<file path="src/verilog/tcb_pkg.sv">
// shared bus definitions for the tcb subsystem
// widths, port count, priority table, memory size, request/response structs

package tcb_pkg;

  //////////////////////////////////////////////////
  // bus widths
  //////////////////////////////////////////////////

  // word address width
  localparam int unsigned AW = 8;
  // data width
  localparam int unsigned DW = 32;
  // byte enable width, one bit per byte lane
  localparam int unsigned BW = DW / 8;

  //////////////////////////////////////////////////
  // interconnect
  //////////////////////////////////////////////////

  // number of initiators
  localparam int unsigned PN = 2;
  // grant index width, never below one bit
  localparam int unsigned SW = (PN > 1) ? $clog2(PN) : 1;
  // entry k holds the initiator index at rank k, rank 0 wins
  localparam int unsigned PRI [PN] = '{0, 1};

  //////////////////////////////////////////////////
  // memory target
  //////////////////////////////////////////////////

  // word count, addresses at or above are errors
  localparam int unsigned MEM_WORDS = 128;
  // index width into the word array
  localparam int unsigned MAW = $clog2(MEM_WORDS);

  //////////////////////////////////////////////////
  // bus signal groups
  //////////////////////////////////////////////////

  // request phase, driven by the initiator
  typedef struct packed {
    logic          vld;  // valid
    logic          wen;  // write enable
    logic [AW-1:0] adr;  // word address
    logic [BW-1:0] ben;  // byte enables
    logic [DW-1:0] wdt;  // write data
  } tcb_req_t;

  // rdy belongs to the request phase
  // rdt and err arrive one cycle after the transfer
  typedef struct packed {
    logic          rdy;  // ready
    logic [DW-1:0] rdt;  // read data
    logic          err;  // error flag
  } tcb_rsp_t;

endpackage
</file>
<file path="src/verilog/tcb_arb.sv">
// fixed-priority arbiter for the tcb subsystem
// priority encoder, request multiplexer, registered response router

module tcb_arb (
  input  logic               man,
  input  logic               rst_n,
  // initiator side
  input  tcb_pkg::tcb_req_t  ini_req [tcb_pkg::PN],
  output tcb_pkg::tcb_rsp_t  ini_rsp [tcb_pkg::PN],
  // target side
  output tcb_pkg::tcb_req_t  tgt_req,
  input  tcb_pkg::tcb_rsp_t  tgt_rsp
);

  import tcb_pkg::*;

  //////////////////////////////////////////////////
  // local signals
  //////////////////////////////////////////////////

  // valid flags reordered by priority rank
  logic [PN-1:0] rank_vld;
  // some initiator is requesting
  logic          any_vld;
  // current select, combinational
  logic [SW-1:0] sel;
  // owner of the pending response
  logic [SW-1:0] own;
  // transfer on the target port
  logic          trn;

  //////////////////////////////////////////////////
  // priority encoder
  //////////////////////////////////////////////////

  // lowest set rank wins
  // returns the rank, caller maps it back through PRI
  function automatic logic [SW-1:0] top_rank(input logic [PN-1:0] vld);
    logic [SW-1:0] rank;
    rank = '0;
    // walk downward so the last hit is the lowest rank
    for (int k = PN - 1; k >= 0; k--) begin
      if (vld[k]) begin
        rank = SW'(k);
      end
    end
    return rank;
  endfunction

  // valid flags in rank order
  always_comb begin
    for (int k = 0; k < PN; k++) begin
      rank_vld[k] = ini_req[PRI[k]].vld;
    end
  end

  assign any_vld = |rank_vld;

  // rank back to initiator index
  // with nothing valid this lands on PRI[0], a harmless idle select
  assign sel = SW'(PRI[top_rank(rank_vld)]);

  //////////////////////////////////////////////////
  // request multiplexer
  //////////////////////////////////////////////////

  // whole request group follows the select
  // vld is already 0 when no initiator is requesting
  assign tgt_req = ini_req[sel];

  // transfer when the target takes the muxed request
  assign trn = tgt_req.vld & tgt_rsp.rdy;

  //////////////////////////////////////////////////
  // grant register
  //////////////////////////////////////////////////

  // remember who got the transfer
  // response comes back one cycle later
  always_ff @(posedge man or negedge rst_n) begin
    if (!rst_n) begin
      own <= '0;
    end else if (trn) begin
      own <= sel;
    end
  end

  //////////////////////////////////////////////////
  // response router
  //////////////////////////////////////////////////

  always_comb begin
    for (int i = 0; i < PN; i++) begin
      // request phase, ready only to the selected and valid initiator
      ini_rsp[i].rdy = (sel == SW'(i)) & any_vld & tgt_rsp.rdy;
      // response phase, data only to the owner of the last transfer
      if (own == SW'(i)) begin
        ini_rsp[i].rdt = tgt_rsp.rdt;
        ini_rsp[i].err = tgt_rsp.err;
      end else begin
        // non-owners see a quiet bus
        ini_rsp[i].rdt = '0;
        ini_rsp[i].err = 1'b0;
      end
    end
  end

  // note: a higher-priority request arriving during a target stall
  // simply changes sel, the stalled initiator keeps holding its request
  // and gets its turn in a later cycle

endmodule

</file>
<file path="config.mk">
export PLATFORM = sky130hd
export DESIGN_NAME = tcb_arb
export DESIGN_NICKNAME = d
export VERILOG_FILES = /design/src/verilog/tcb_pkg.sv /design/src/verilog/tcb_arb.sv
export SDC_FILE = /design/constraint.sdc
export NUM_CORES = 1
export LEC_CHECK = 0
export BUFFER_PORTS_ARGS = -buffer_cell sky130_fd_sc_hd__buf_2
export CORE_AREA = 4 4 93 95
export DETAILED_ROUTE_END_ITERATION = 8
export DIE_AREA = 0 0 97 99
export GPL_TIMING_DRIVEN = 0
export PLACE_DENSITY = 0.52
export SLEW_MARGIN = 40
export SYNTH_ARGS = -nofsm -noshare
export SYNTH_HDL_FRONTEND = slang
export SYNTH_SLANG_ARGS = --single-unit
export TNS_END_PERCENT = 30
</file>
<file path="constraint.sdc">
create_clock -name man -period 2.1 [get_ports man]
set_input_delay 0.525 -clock man [delete_from_list [all_inputs] [get_ports man]]
set_output_delay 0.525 -clock man [all_outputs]
set_load 0.01 [all_outputs]
</file>
## Yosys cells after proc, flatten, opt, wreduce, memory -nomap -nowiden

Index checks and enable logic that the tools add are counted.

- Register bits after elaboration: 1
- Input port bits: 128
- Output and inout bits: 114
- Logic and storage cells: 22

- Order comparisons: 2
- Multiplexer cells: 10
- Bitwise logic cells: 8
- Reduce and logical (&&, ||, !) cells: 1

Operators by type and width:

| kind | count |
|---|---|
| 2-to-1 mux 46 bit | 3 |
| 2-to-1 mux 33 bit | 2 |
| bitwise AND 1 bit | 5 |
| 2-to-1 mux 1 bit | 5 |
| greater-or-equal comparator 2 bit (second input constant) | 2 |
| inverter 1 -> 2 bit | 2 |
| OR reduction 2 bit | 1 |
| inverter 1 bit | 1 |

## Logic depth before layout (Yosys ltp)

- Depth after elaboration: 11
- Mapped depth: 4
- Gate-level depth less buffers: 2

## Worst setup path before layout

No wires, ideal clock.

- Path kind: input to output
- Start: in ini_req[91] in the netlist's numbering
- End: out tgt_req[10] in the netlist's numbering
- Data arrival time: 1,265 ps
- Data required time: 1,575 ps
- Setup slack: 310 ps
- Cell stages on the path: 4
- Path buffers: 2
- Cells stage by stage: nand2b_1 buf_6 buf_12 mux2_4

RTL lines:

| item | line | text |
|---|---|---|
| start: declaration | tcb_arb.sv:8 | `input tcb_pkg::tcb_req_t ini_req [tcb_pkg::PN],` |
| end: declaration | tcb_arb.sv:11 | `output tcb_pkg::tcb_req_t tgt_req,` |

==> flow_summary_export.csv <==
group,metric,value,unit
run_status,status,"completed",
sta,fin_skew,0,ps
critical_path,worst_r2r_path_depth,4,
power_and_ir_drop,p_per_area,268,mW/mm^2
finish,regMostFlops,"own",
drt,ant_nets,0,
sta,setup_viol_count_final,0,
min_path,hold_path.class,"in2async",
finish,final-instance-count-excl-fill,475,
global_route,grt.total_usage,0.110,
critical_path,path_cells,"buf_2 -> nand2b_4 -> buf_8 -> buf_12 -> mux2_4 -> buf_2",
finish,mostFrequentLayoutCells,"buf_2 (241), mux2_4 (39), and2_1 (33), nor2b_1 (30), clkbuf_1 (7)",
die,die_w,97,um
place,portBuffers,241,
global_route,grt_pass1_vias,1776,
die,start_util,0.162,
drt,num_vias,1818,
finish,final_util,0.338,
logic_synthesis,synthCells,131,
logic_synthesis,synth_nets,259,
sta,fin_crit_sh,0.968,
logic_synthesis,synth_area,0.00125,mm^2
critical_path,cp_num_buf_inv,4,
sta,finalHoldViolCount,0,
critical_path,end_kind,"output port",
power_and_ir_drop,ir_drop,99.8,uV
critical_path,max_stage_delay,290,ps
critical_path,worstReg2RegStart,"own$_DFFE_PN0P_",
finish,area_delta_synth_final,109,%
logic_synthesis,yosysUniqueCellTypes,15,
finish,reg_top3,"own: 1 flops",
sta,max_slew_margin,0.715,
critical_path,required,1570,ps
power_and_ir_drop,p_total,0.000700,W
drt,drt-total-wl,6.24,mm
drt,drt_iter0_drc,21,
logic_synthesis,yosysWarnings,0,
critical_path,rrSetupSlack,810,ps
die,die_h,99,um
finish,layout_commonest_cell,"buf_2",
cts,clk_pin_slew,0,ps
sta,worst_pin_slew,428,ps
drt,drt-vias-per-instance,3.83,
global_route,antenna_found_initial,0,
critical_path,critPathMaxFanout,10,
drt,drc,0,
critical_path,cp_top_family,"buffers and inverters",
place,dp_cells,474,
drt,post_drt_wl_per_cell,13.1,um
critical_path,path_depth,6,
critical_path,crit_arrival,1510,ps
place,place_congestion,0.825,
logic_synthesis,ys_ff_latch,1,
sta,max_freq,0.492,GHz
sta,fin_tns_setup,0,ps
sta,rsz0062_at_grt,"no",
drt,drt-pass1-iter-count,4,
global_route,gr-total-overflow,0,
finish,largest_reg_flops,1,
logic_synthesis,syn_avg_cell_area,9.53,um^2
cts,clk_latency,0,ps
finish,drive_gt1_frac,0.791,
place,dp_hpwl,5.75,mm
die,core,0.00773,mm^2
critical_path,startpoint_type,"input port",
logic_synthesis,ys_seq_area_frac,0.0200,
global_route,grt_pass1_wl,8.96,mm
critical_path,cp-startpoint,"ini_req[91]",
power_and_ir_drop,p_leak,1.65,nW
die,die_area,0.00960,mm^2
die,ioPinCount,242,
global_route,grt_max_degree,11,
finish,n_antenna_cell,0,
critical_path,critPathCapture,"tgt_req[15]",
critical_path,cpMostUsedCell,"buf_2",
critical_path,r2r_end,"own$_DFFE_PN0P_",
critical_path,crit_slowest_cell,"mux2_4",
sta,slew_viol_final,0,
job,drv_cap,0,
cts,holdBufCountCts,0,
critical_path,crit_type,"in2out",
finish,layout.nets,503,
sta,post-route-min-period,2030,ps
die,rows,32,
metrics by stage:
stage	instance area (um^2)	hold slack, ps	worst slack [ps]
after detailed placement	2580	302	29.2
after global routing	2610	305	22.9
after global placement	2580	300	30.2
final	2610	301	67.6
after floorplan	1250	229	310
after CTS	2580	302	28.0
cells in the mapped netlist, drive strengths merged:
master | instances | area share
buf | 5 | 0.073
inv | 1 | 0.0030
nor2 | 2 | 0.0060
nand2b | 1 | 0.0050
or2 | 1 | 0.0050
dfrtp | 1 | 0.020
mux2 | 45 | 0.52
and2b | 3 | 0.018
nor2b | 30 | 0.15
clkbuf | 7 | 0.021
a21oi | 1 | 0.0040
and2 | 34 | 0.17
metal layers:
metal | GRT usage | share of wire | vias to the layer above
met5 | 0 | 0 | -
met4 | 0.00972 | 0.0064 | 0
met3 | 0.0290 | 0.096 | 4
met2 | 0.216 | 0.54 | 110
met1 | 0.123 | 0.36 | 792
li1 | - | - | 912
repair_timing:
item | 4_1_cts | 5_1_grt
gates resized for setup | 0 | 2
buffers inserted | 0 | 1
setup endpoints to repair | 0 | 32
cells by family after synthesis:
kind of cell	after synthesis	synth area share
and+or+nand+nor	71	0.356
DFF	1	0.0200
AOI/OAI and AO/OA	1	0.00400
muxes	45	0.523
buffers and inverters	13	0.0972
where the power goes:
part | switching (W) | leakage [nW] | internal (W) | total (W)
combinational | 0.000304 | 1.64 | 0.000371 | 0.000676
sequential | 0.00000238 | 0.0121 | 0.0000219 | 0.0000242
clock | 0 | 0 | 0 | 0
total | 0.000307 | 1.65 | 0.000393 | 0.000700
worst min-delay path by stage:
stage	end	slack (ps)	from	cells after the start
final	own$_DFFE_PN0P_	300	rst_n	1
after global routing	own$_DFFE_PN0P_	300	rst_n	1
after CTS	own$_DFFE_PN0P_	300	rst_n	1
after detailed placement	own$_DFFE_PN0P_	300	rst_n	1
after global placement	own$_DFFE_PN0P_	300	rst_n	1
after floorplan	own$_DFFE_PN0P_	230	rst_n	0
area by class of cell:
| class | count | area [um^2] |
|---|---|---|
| flip-flops and latches | 1 | 25.0 |
| plain buffers | 12 | 121 |
| well taps | 102 | 128 |
| repair buffers | 242 | 1230 |
| multi-input cells | 117 | 1110 |
| fillers | 844 | 5110 |
| inverters | 1 | 3.75 |
(Power assumes the default switching activity.)
